## src/hdl/cpu_pkg.sv

```systemverilog
package cpu_pkg;

  localparam int XLEN       = 32;
  localparam int REG_COUNT  = 32;
  localparam int PC_W       = 8;   // Word-addressed PC
  localparam int DMEM_WORDS = 16;
  localparam int DMEM_AW    = 4;

  // Opcodes, bits 31..26
  localparam logic [5:0] OP_RTYPE = 6'b000000;
  localparam logic [5:0] OP_LW    = 6'b100011;
  localparam logic [5:0] OP_SW    = 6'b101011;
  localparam logic [5:0] OP_BEQ   = 6'b000100;

  // R-type funct, bits 5..0
  localparam logic [5:0] FN_ADD = 6'b100000;
  localparam logic [5:0] FN_SUB = 6'b100010;
  localparam logic [5:0] FN_AND = 6'b100100;
  localparam logic [5:0] FN_OR  = 6'b100101;
  localparam logic [5:0] FN_SLT = 6'b101010;

  typedef logic [XLEN-1:0] word_t;
  typedef logic [31:0]     instr_t;
  typedef logic [4:0]      reg_addr_t;
  typedef logic [PC_W-1:0] pc_t;

  typedef enum logic [2:0] {
    ALU_ADD,
    ALU_SUB,
    ALU_AND,
    ALU_OR,
    ALU_SLT
  } alu_op_e;

  typedef enum logic [1:0] {
    FWD_RF,      // Register file value
    FWD_EX_MEM,
    FWD_MEM_WB
  } fwd_sel_e;

  // All zero means bubble
  typedef struct packed {
    logic    reg_write;
    logic    mem_read;
    logic    mem_write;
    logic    mem_to_reg;
    logic    alu_src;
    logic    branch;
    alu_op_e alu_op;
  } ctrl_t;

  typedef struct packed {
    pc_t    pc_plus1;
    instr_t instr;
  } if_id_t;

  typedef struct packed {
    ctrl_t     ctrl;
    pc_t       pc_plus1;
    word_t     rs_data;
    word_t     rt_data;
    word_t     imm;      // Already sign-extended
    reg_addr_t rs;
    reg_addr_t rt;
    reg_addr_t dest;
  } id_ex_t;

  typedef struct packed {
    ctrl_t     ctrl;
    word_t     alu_result;
    word_t     store_data;
    reg_addr_t dest;
  } ex_mem_t;

  typedef struct packed {
    logic      reg_write;
    reg_addr_t dest;
    word_t     result;
  } mem_wb_t;

  // Register write bus, also the retirement trace
  typedef struct packed {
    logic      valid;
    reg_addr_t rd;
    word_t     data;
  } wb_t;

endpackage

```

## src/hdl/pipe_stage_reg.sv

```systemverilog
`timescale 1ns/1ps

module pipe_stage_reg
  import cpu_pkg::*;
#(
  parameter type payload_t = if_id_t
) (
  input  logic     clk,
  input  logic     rst,
  input  logic     hold,   // Keep current contents
  input  logic     flush,  // Load a bubble, wins over hold
  input  payload_t d,
  output payload_t q
);

  always_ff @(posedge clk or posedge rst) begin
    if (rst) begin
      q <= '0;
    end else if (flush) begin
      q <= '0;
    end else if (!hold) begin
      q <= d;
    end
  end

endmodule

```

## src/hdl/reg_file.sv

```systemverilog
`timescale 1ns/1ps

module reg_file
  import cpu_pkg::*;
(
  input  logic      clk,
  input  logic      rst,
  input  reg_addr_t rs,
  input  reg_addr_t rt,
  output word_t     rs_data,
  output word_t     rt_data,
  input  wb_t       wb
);

  word_t regs [REG_COUNT];

  // Same-cycle write is visible to the ID read
  function automatic word_t read_port(input reg_addr_t addr);
    if (addr == '0)
      return '0;
    else if (wb.valid && wb.rd == addr)
      return wb.data;
    else
      return regs[addr];
  endfunction

  always_ff @(posedge clk or posedge rst) begin
    if (rst) begin
      for (int i = 0; i < REG_COUNT; i++)
        regs[i] <= word_t'(i);  // Register i starts at i
    end else if (wb.valid) begin
      regs[wb.rd] <= wb.data;
    end
  end

  assign rs_data = read_port(rs);
  assign rt_data = read_port(rt);

endmodule

```

## src/hdl/instr_decode.sv

```systemverilog
`timescale 1ns/1ps

module instr_decode
  import cpu_pkg::*;
(
  input  if_id_t    if_id,
  output reg_addr_t rs,
  output reg_addr_t rt,
  input  word_t     rs_data,
  input  word_t     rt_data,
  output id_ex_t    id_ex
);

  logic [5:0]   opcode;
  logic [5:0]   funct;
  reg_addr_t    rd;
  logic [15:0]  imm16;
  word_t        imm_ext;
  ctrl_t        dec_ctrl;
  reg_addr_t    dec_dest;
  logic         fn_ok;

  // Standard MIPS field positions
  assign opcode = if_id.instr[31:26];
  assign rs     = if_id.instr[25:21];
  assign rt     = if_id.instr[20:16];
  assign rd     = if_id.instr[15:11];
  assign funct  = if_id.instr[5:0];
  assign imm16  = if_id.instr[15:0];

  assign imm_ext = {{(XLEN-16){imm16[15]}}, imm16};

  always_comb begin
    dec_ctrl = '0;
    dec_dest = '0;
    fn_ok    = 1'b0;
    case (opcode)
      OP_RTYPE: begin
        fn_ok = 1'b1;
        case (funct)
          FN_ADD:  dec_ctrl.alu_op = ALU_ADD;
          FN_SUB:  dec_ctrl.alu_op = ALU_SUB;
          FN_AND:  dec_ctrl.alu_op = ALU_AND;
          FN_OR:   dec_ctrl.alu_op = ALU_OR;
          FN_SLT:  dec_ctrl.alu_op = ALU_SLT;
          default: fn_ok = 1'b0;  // Includes the all-zero word
        endcase
        dec_ctrl.reg_write = fn_ok;
        dec_dest           = fn_ok ? rd : '0;
      end
      OP_LW: begin
        dec_ctrl.reg_write  = 1'b1;
        dec_ctrl.mem_read   = 1'b1;
        dec_ctrl.mem_to_reg = 1'b1;
        dec_ctrl.alu_src    = 1'b1;
        dec_ctrl.alu_op     = ALU_ADD;  // Base plus offset
        dec_dest            = rt;
      end
      OP_SW: begin
        dec_ctrl.mem_write = 1'b1;
        dec_ctrl.alu_src   = 1'b1;
        dec_ctrl.alu_op    = ALU_ADD;
      end
      OP_BEQ: begin
        dec_ctrl.branch = 1'b1;
        dec_ctrl.alu_op = ALU_SUB;
      end
      default: ;  // Unknown opcode stays a bubble
    endcase
  end

  assign id_ex = '{
    ctrl:     dec_ctrl,
    pc_plus1: if_id.pc_plus1,
    rs_data:  rs_data,
    rt_data:  rt_data,
    imm:      imm_ext,
    rs:       rs,
    rt:       rt,
    dest:     dec_dest
  };

endmodule

```

## src/hdl/execute_unit.sv

```systemverilog
`timescale 1ns/1ps

module execute_unit
  import cpu_pkg::*;
(
  input  id_ex_t   id_ex,
  input  fwd_sel_e fwd_a,
  input  fwd_sel_e fwd_b,
  input  word_t    ex_mem_result,
  input  word_t    wb_result,
  output ex_mem_t  ex_mem,
  output logic     branch_taken,
  output pc_t      branch_target
);

  word_t op_a;
  word_t rt_fwd;   // Forwarded rt, also the store data
  word_t op_b;
  word_t alu_out;

  function automatic word_t fwd_mux(input fwd_sel_e sel, input word_t rf_val);
    case (sel)
      FWD_EX_MEM: return ex_mem_result;
      FWD_MEM_WB: return wb_result;
      default:    return rf_val;
    endcase
  endfunction

  assign op_a   = fwd_mux(fwd_a, id_ex.rs_data);
  assign rt_fwd = fwd_mux(fwd_b, id_ex.rt_data);
  assign op_b   = id_ex.ctrl.alu_src ? id_ex.imm : rt_fwd;

  always_comb begin
    case (id_ex.ctrl.alu_op)
      ALU_SUB: alu_out = op_a - op_b;
      ALU_AND: alu_out = op_a & op_b;
      ALU_OR:  alu_out = op_a | op_b;
      ALU_SLT: alu_out = word_t'($signed(op_a) < $signed(op_b));
      default: alu_out = op_a + op_b;
    endcase
  end

  // beq resolves here in EX
  assign branch_taken  = id_ex.ctrl.branch && (op_a == rt_fwd);
  assign branch_target = id_ex.pc_plus1 + id_ex.imm[PC_W-1:0];

  assign ex_mem = '{
    ctrl:       id_ex.ctrl,
    alu_result: alu_out,
    store_data: rt_fwd,
    dest:       id_ex.dest
  };

endmodule

```

## src/hdl/hazard_unit.sv

```systemverilog
`timescale 1ns/1ps

module hazard_unit
  import cpu_pkg::*;
(
  input  reg_addr_t id_rs,
  input  reg_addr_t id_rt,
  input  id_ex_t    id_ex,
  input  ex_mem_t   ex_mem,
  input  mem_wb_t   mem_wb,
  input  logic      branch_taken,
  output fwd_sel_e  fwd_a,
  output fwd_sel_e  fwd_b,
  output logic      stall,
  output logic      flush
);

  logic ex_mem_writes;
  logic mem_wb_writes;
  logic load_in_ex;

  // r0 is never a forwarding source
  assign ex_mem_writes = ex_mem.ctrl.reg_write && (ex_mem.dest != '0);
  assign mem_wb_writes = mem_wb.reg_write && (mem_wb.dest != '0);

  // Younger result wins
  function automatic fwd_sel_e pick_source(input reg_addr_t src);
    if (ex_mem_writes && ex_mem.dest == src)
      return FWD_EX_MEM;
    else if (mem_wb_writes && mem_wb.dest == src)
      return FWD_MEM_WB;
    else
      return FWD_RF;
  endfunction

  assign fwd_a = pick_source(id_ex.rs);
  assign fwd_b = pick_source(id_ex.rt);

  // Load data only exists after MEM, so a direct consumer waits one cycle
  assign load_in_ex = id_ex.ctrl.mem_read && (id_ex.dest != '0);
  assign stall      = load_in_ex && (id_ex.dest == id_rs || id_ex.dest == id_rt);

  // Taken branch kills the two younger instructions
  assign flush = branch_taken;

endmodule

```

## src/hdl/data_memory.sv

```systemverilog
`timescale 1ns/1ps

module data_memory
  import cpu_pkg::*;
(
  input  logic    clk,
  input  logic    rst,
  input  ex_mem_t ex_mem,
  output mem_wb_t mem_wb
);

  word_t              mem [DMEM_WORDS];
  logic [DMEM_AW-1:0] addr;

  assign addr = ex_mem.alu_result[DMEM_AW-1:0];  // Word index, upper bits ignored

  always_ff @(posedge clk or posedge rst) begin
    if (rst) begin
      for (int i = 0; i < DMEM_WORDS; i++)
        mem[i] <= '0;
    end else if (ex_mem.ctrl.mem_write) begin
      mem[addr] <= ex_mem.store_data;
    end
  end

  assign mem_wb.reg_write = ex_mem.ctrl.reg_write;
  assign mem_wb.dest      = ex_mem.dest;
  assign mem_wb.result    = ex_mem.ctrl.mem_to_reg ? mem[addr] : ex_mem.alu_result;

endmodule

```

## src/hdl/cpu_top.sv

```systemverilog
`timescale 1ns/1ps

module cpu_top
  import cpu_pkg::*;
(
  input  logic   clk,
  input  logic   rst,
  output pc_t    imem_addr,
  input  instr_t imem_data,
  output wb_t    wb
);

  pc_t       pc;
  pc_t       pc_plus1;
  if_id_t    if_id_d, if_id_q;
  id_ex_t    id_ex_d, id_ex_q;
  ex_mem_t   ex_mem_d, ex_mem_q;
  mem_wb_t   mem_wb_d, mem_wb_q;
  reg_addr_t id_rs, id_rt;
  word_t     rs_data, rt_data;
  fwd_sel_e  fwd_a, fwd_b;
  logic      stall;
  logic      flush;
  logic      branch_taken;
  pc_t       branch_target;

  assign pc_plus1  = pc + 1'b1;
  assign imem_addr = pc;

  // Branch redirect has priority over the load-use hold
  always_ff @(posedge clk or posedge rst) begin
    if (rst)
      pc <= '0;
    else if (branch_taken)
      pc <= branch_target;
    else if (!stall)
      pc <= pc_plus1;
  end

  assign if_id_d = '{pc_plus1: pc_plus1, instr: imem_data};

  pipe_stage_reg #(.payload_t(if_id_t)) if_id_reg (
    .clk(clk), .rst(rst), .hold(stall), .flush(flush),
    .d(if_id_d), .q(if_id_q)
  );

  reg_file u_reg_file (
    .clk(clk), .rst(rst), .rs(id_rs), .rt(id_rt),
    .rs_data(rs_data), .rt_data(rt_data), .wb(wb)
  );

  instr_decode u_decode (
    .if_id(if_id_q), .rs(id_rs), .rt(id_rt),
    .rs_data(rs_data), .rt_data(rt_data), .id_ex(id_ex_d)
  );

  // Stall inserts a bubble behind the load
  pipe_stage_reg #(.payload_t(id_ex_t)) id_ex_reg (
    .clk(clk), .rst(rst), .hold(1'b0), .flush(flush | stall),
    .d(id_ex_d), .q(id_ex_q)
  );

  execute_unit u_execute (
    .id_ex(id_ex_q), .fwd_a(fwd_a), .fwd_b(fwd_b),
    .ex_mem_result(ex_mem_q.alu_result), .wb_result(mem_wb_q.result),
    .ex_mem(ex_mem_d), .branch_taken(branch_taken), .branch_target(branch_target)
  );

  hazard_unit u_hazard (
    .id_rs(id_rs), .id_rt(id_rt), .id_ex(id_ex_q), .ex_mem(ex_mem_q),
    .mem_wb(mem_wb_q), .branch_taken(branch_taken),
    .fwd_a(fwd_a), .fwd_b(fwd_b), .stall(stall), .flush(flush)
  );

  pipe_stage_reg #(.payload_t(ex_mem_t)) ex_mem_reg (
    .clk(clk), .rst(rst), .hold(1'b0), .flush(1'b0),
    .d(ex_mem_d), .q(ex_mem_q)
  );

  data_memory u_dmem (
    .clk(clk), .rst(rst), .ex_mem(ex_mem_q), .mem_wb(mem_wb_d)
  );

  pipe_stage_reg #(.payload_t(mem_wb_t)) mem_wb_reg (
    .clk(clk), .rst(rst), .hold(1'b0), .flush(1'b0),
    .d(mem_wb_d), .q(mem_wb_q)
  );

  // Writes to r0 never retire
  assign wb = '{
    valid: mem_wb_q.reg_write && (mem_wb_q.dest != '0),
    rd:    mem_wb_q.dest,
    data:  mem_wb_q.result
  };

endmodule

```

## config.mk

```make
export PLATFORM = sky130hd
export DESIGN_NAME = cpu_top
export DESIGN_NICKNAME = d
export VERILOG_FILES = /design/src/hdl/cpu_pkg.sv /design/src/hdl/pipe_stage_reg.sv /design/src/hdl/reg_file.sv /design/src/hdl/instr_decode.sv /design/src/hdl/execute_unit.sv /design/src/hdl/hazard_unit.sv /design/src/hdl/data_memory.sv /design/src/hdl/cpu_top.sv
export SDC_FILE = /design/constraint.sdc
export NUM_CORES = 2
export LEC_CHECK = 0
export BUFFER_PORTS_ARGS = -buffer_cell sky130_fd_sc_hd__buf_2
export CAP_MARGIN = 0
export CORE_ASPECT_RATIO = 1.1
export CORE_UTILIZATION = 60
export DETAILED_ROUTE_END_ITERATION = 6
export PLACE_DENSITY_LB_ADDON = 0.08
export SETUP_SLACK_MARGIN = 0.5
export SLEW_MARGIN = 20
export SYNTH_ARGS = -nofsm -noshare
export SYNTH_HDL_FRONTEND = slang
export SYNTH_SLANG_ARGS = --single-unit
```

## constraint.sdc

```tcl
create_clock -name clk -period 74 [get_ports clk]
set_input_delay 14.8 -clock clk [delete_from_list [all_inputs] [get_ports clk]]
set_output_delay 14.8 -clock clk [all_outputs]
set_load 0.05 [all_outputs]
```

==> impl_metrics.py <==
metrics = {
    "synth": {
        "synth-edff-count": 0,
        "yosys.area.top_type": "dfrtp_1",
        "synth_ff_type": "dfrtp_1",
        "synth_commonest_cells": "1725 x dfrtp_1, 1553 x mux2_2, 798 x mux4_2",
        "synth_cells": 6494,
        "synth_cell_types": 80,
        "avgSynthCellArea_um2": 14.5,
        "netlist_area_mm2": 0.0943,
        "synth_top_family_by_area": "multiplexers",
        "synthArstFlopShare_pct": 100,
        "netlist.area_leader.share_pct": 45.8,
        "synth_compound_area_share_pct": 3.93,
        "synth_seq_cells": 1805,
        "syn_nets": 6635,
        "synth.most_common_cell": "dfrtp_1",
        "synth-simple-area-share_pct": 3.07,
        "synth.area.top_cells": "dfrtp_1 46%, mux4_2 19%, mux2_2 19%, dfstp_2 2.2%, mux2i_1 1.7%",
        "synth_xor_area_share_pct": 0.891,
        "synth_mux_area_share_pct": 39.3,
        "ys_seq_area_share_pct": 48.0,
        "yosys.area_share.adder_pct": 1.44,
        "yosysWarningCount": 0,
    },
    "critical_path": {
        "startpoint_type": "input port",
        "crit_arrival_ns": 19.10,
        "slowest_delay_ns": 0.86,
        "cp.required_ns": 74.85,
        "critical_path.max_fanout": 121,
        "crit_type": "in2async",
        "r2r_slack_ns": 66.18,
        "critical_path.top_delay_family": "buffers and inverters",
        "cp_common_cell": "buf_4",
        "cp_slowest_cell": "buf_4",
        "path_depth": 6,
        "path_cells": "buf_2, inv_8, buf_4, buf_4, buf_4, buf_4",
        "rr_worst_depth": 19,
        "cp-end-kind": "async pin",
        "critPathBufInv": 6,
    },
    "place": {
        "io_buffers": 79,
        "hpwl_mm": 168,
        "place.gp.congestion": 0.974,
    },
    "timing": {
        "tightestPinTransition_ns": 1.18,
        "tns_ns": 0,
        "period_minus_slack_ns": 18.26,
        "setup_viol": 0,
        "finalCritPeriodShare_pct": 24.7,
        "finalMaxSlewViolations": 0,
        "max-slew-margin-rel_pct": 19.1,
        "rsz0062_at_grt": "false",
        "fmax_mhz": 54.8,
        "clock_skew_ns": 0.0512,
        "hold_violations": 0,
    },
    "global_route": {
        "grt_use_met3_pct": 6.51,
        "globalRouteOverflowTotal": 0,
        "grt_max_degree": 186,
        "use_met2_pct": 57.9,
        "antenna_found_initial": 10,
        "grt_pass1_vias": 60100,
        "grt_pass1_wl_mm": 419,
        "grt_use_total_pct": 36.3,
        "top_usage_layer": "met2",
        "use_met1_pct": 48.8,
    },
    "floorplanning": {
        "core.rowCount": 152,
        "die_w_um": 380,
        "start_util_pct": 60.5,
        "core-area_mm2": 0.156,
        "die_y_um": 418,
        "die_area_mm2": 0.159,
        "ios": 80,
    },
    "finish": {
        "seqCellArea_mm2": 0.0453,
        "nets": 6393,
        "multiInputGateArea_mm2": 0.0462,
        "drive_gt1_share_pct": 47.8,
        "area_growth_pct": 8.91,
        "fillers": 11200,
    },
    "clock_network": {
        "cts_setup_buffers": 0,
        "cts-resized-gates": 0,
        "cts_tree": "yes",
        "cts_sinks": 1805,
        "clk_pin_slew_worst_paths_ns": 0.06,
        "insertion_delay_ns": 0.88,
        "clockBufferDepth": 3,
        "cts-hold-fix-buffers": 0,
        "cts_made_buffers": 186,
        "cts_htree_levels": 4,
        "cts_root_buf": "clkbuf_16",
    },
    "worst_hold_path": {
        "worst_hold_path_type": "reg2reg",
        "hold_depth": 0,
    },
    "route": {
        "wl_mm": 283,
        "drt_iter0_markers": 5923,
        "remaining_drc_errors": 0,
        "antenna_left": 0,
        "vias": 58800,
        "vias_per_cell": 6.92,
        "wl_per_cell_um": 33.3,
        "drt_pre_antenna_iters": 7,
    },
    "flow_run": {
        "maxCapViolations": 0,
    },
    "status": {
        "outcome": "finished, final reports clean",
    },
    "pwr": {
        "powerDensity_mw_per_mm2": 20.5,
        "power_w": 0.00211,
        "vdd_ir_drop_max_mv": 0.0223,
        "leakagePower_nw": 47.9,
    },
}
## metal layers
layer	up-vias	share of wire, %
met5	-	0.038
met4	12	5.2
met1	31800	39
li1	24000	-
met3	651	7.0
met2	2334	48
## layout by cell type (no fill, tap or decap), drive strengths merged, types with 14 or more instances in the layout
cell type and count:
dfrtp 1725, mux2 1553, mux4 798, nor2 342, clkbuf 281, buf 236, a21oi 185, mux2i 159
nand2 121, inv 119, ha 104, dfstp 80, o21ai 76, xnor2 66, clkinv 42, and2 37
o21a 34, a21o 34, o221ai 33, a221oi 32, xor2 30, nand3 28, nor3 24, o21bai 22
a221o 21, o22ai 20, nand2b 14
## layout make-up
type                            count  area share, %
Tap cell                         2079           2.53
Timing Repair Buffer              236           1.64
Inverter                          113          0.420
Clock buffer                      281           5.36
Sequential cell                  1805           44.1
Multi-Input combinational cell   3910           45.0
Clock inverter                     63          0.932
Antenna cell                        4        0.00974
## state kept, by name, summed over array words and instances (netlist names)
name	cells
ex_mem_reg.q	72
id_ex_reg.q	111
if_id_reg.q	40
imem_addr	8
mem_wb_reg.q	38
u_dmem.mem	512
u_reg_file.regs	1024
## report_power, final
group / leakage (nW) / internal (W) / total, W / switching (W)
sequential: 24.7 / 0.000996 / 0.00101 / 0.0000139
clock: 3.17 / 0.000564 / 0.000981 / 0.000417
combinational: 20.0 / 0.0000386 / 0.000117 / 0.0000788
## per-stage QoR
step | instances | cell area [µm²] | hold slack (ns) | utilization, % | worst slack (ns)
2_1_floorplan | 6494 | 94300 | 0.331 | - | 8.37
6_report | 8491 | 103000 | 0.374 | 65.9 | 55.74
3_3_place_gp | 8142 | 96200 | 0.367 | 61.7 | 54.77
3_5_place_dp | 8142 | 96200 | 0.343 | 61.7 | 54.70
4_1_cts | 8486 | 103000 | 0.373 | 65.8 | 55.62
5_1_grt | 8487 | 103000 | 0.381 | 65.9 | 55.10
## path summary, 6_finish.rpt
path | startpoint | endpoint
worst max-delay path | rst | u_reg_file.regs[914]
worst min register to register | id_ex_reg.q[127] | ex_mem_reg.q[77]
max in group clk | mem_wb_reg.q[34] | wb[37]
worst max register to register | mem_wb_reg.q[32] | ex_mem_reg.q[67]
min in group asynchronous | rst | u_reg_file.regs[972]
worst min-delay path | id_ex_reg.q[127] | ex_mem_reg.q[77]
## worst register-to-register path: cells and delay by family, from the launching register on
family / cells / cell delay [ns]
flops: 1 / 0.63
compound gates: 11 / 3.74
fa+ha+maj: 1 / 0.42
buf+inv: 1 / 0.46
mux: 3 / 1.66
simple gates: 3 / 0.73
## cell families (layout without fill, tap and decap cells)
group                      count (synthesis)  after routing
buffers and inverters                    779            693
and+or+nand+nor                          646            646
other                                      0              4
muxes                                   2510           2510
DFF                                     1805           1805
adders and majority gates                107            107
xor gates and xnor gates                  96             96
AOI/OAI and AO/OA                        551            551
No activity file was read; power rests on OpenSTA's default activity.
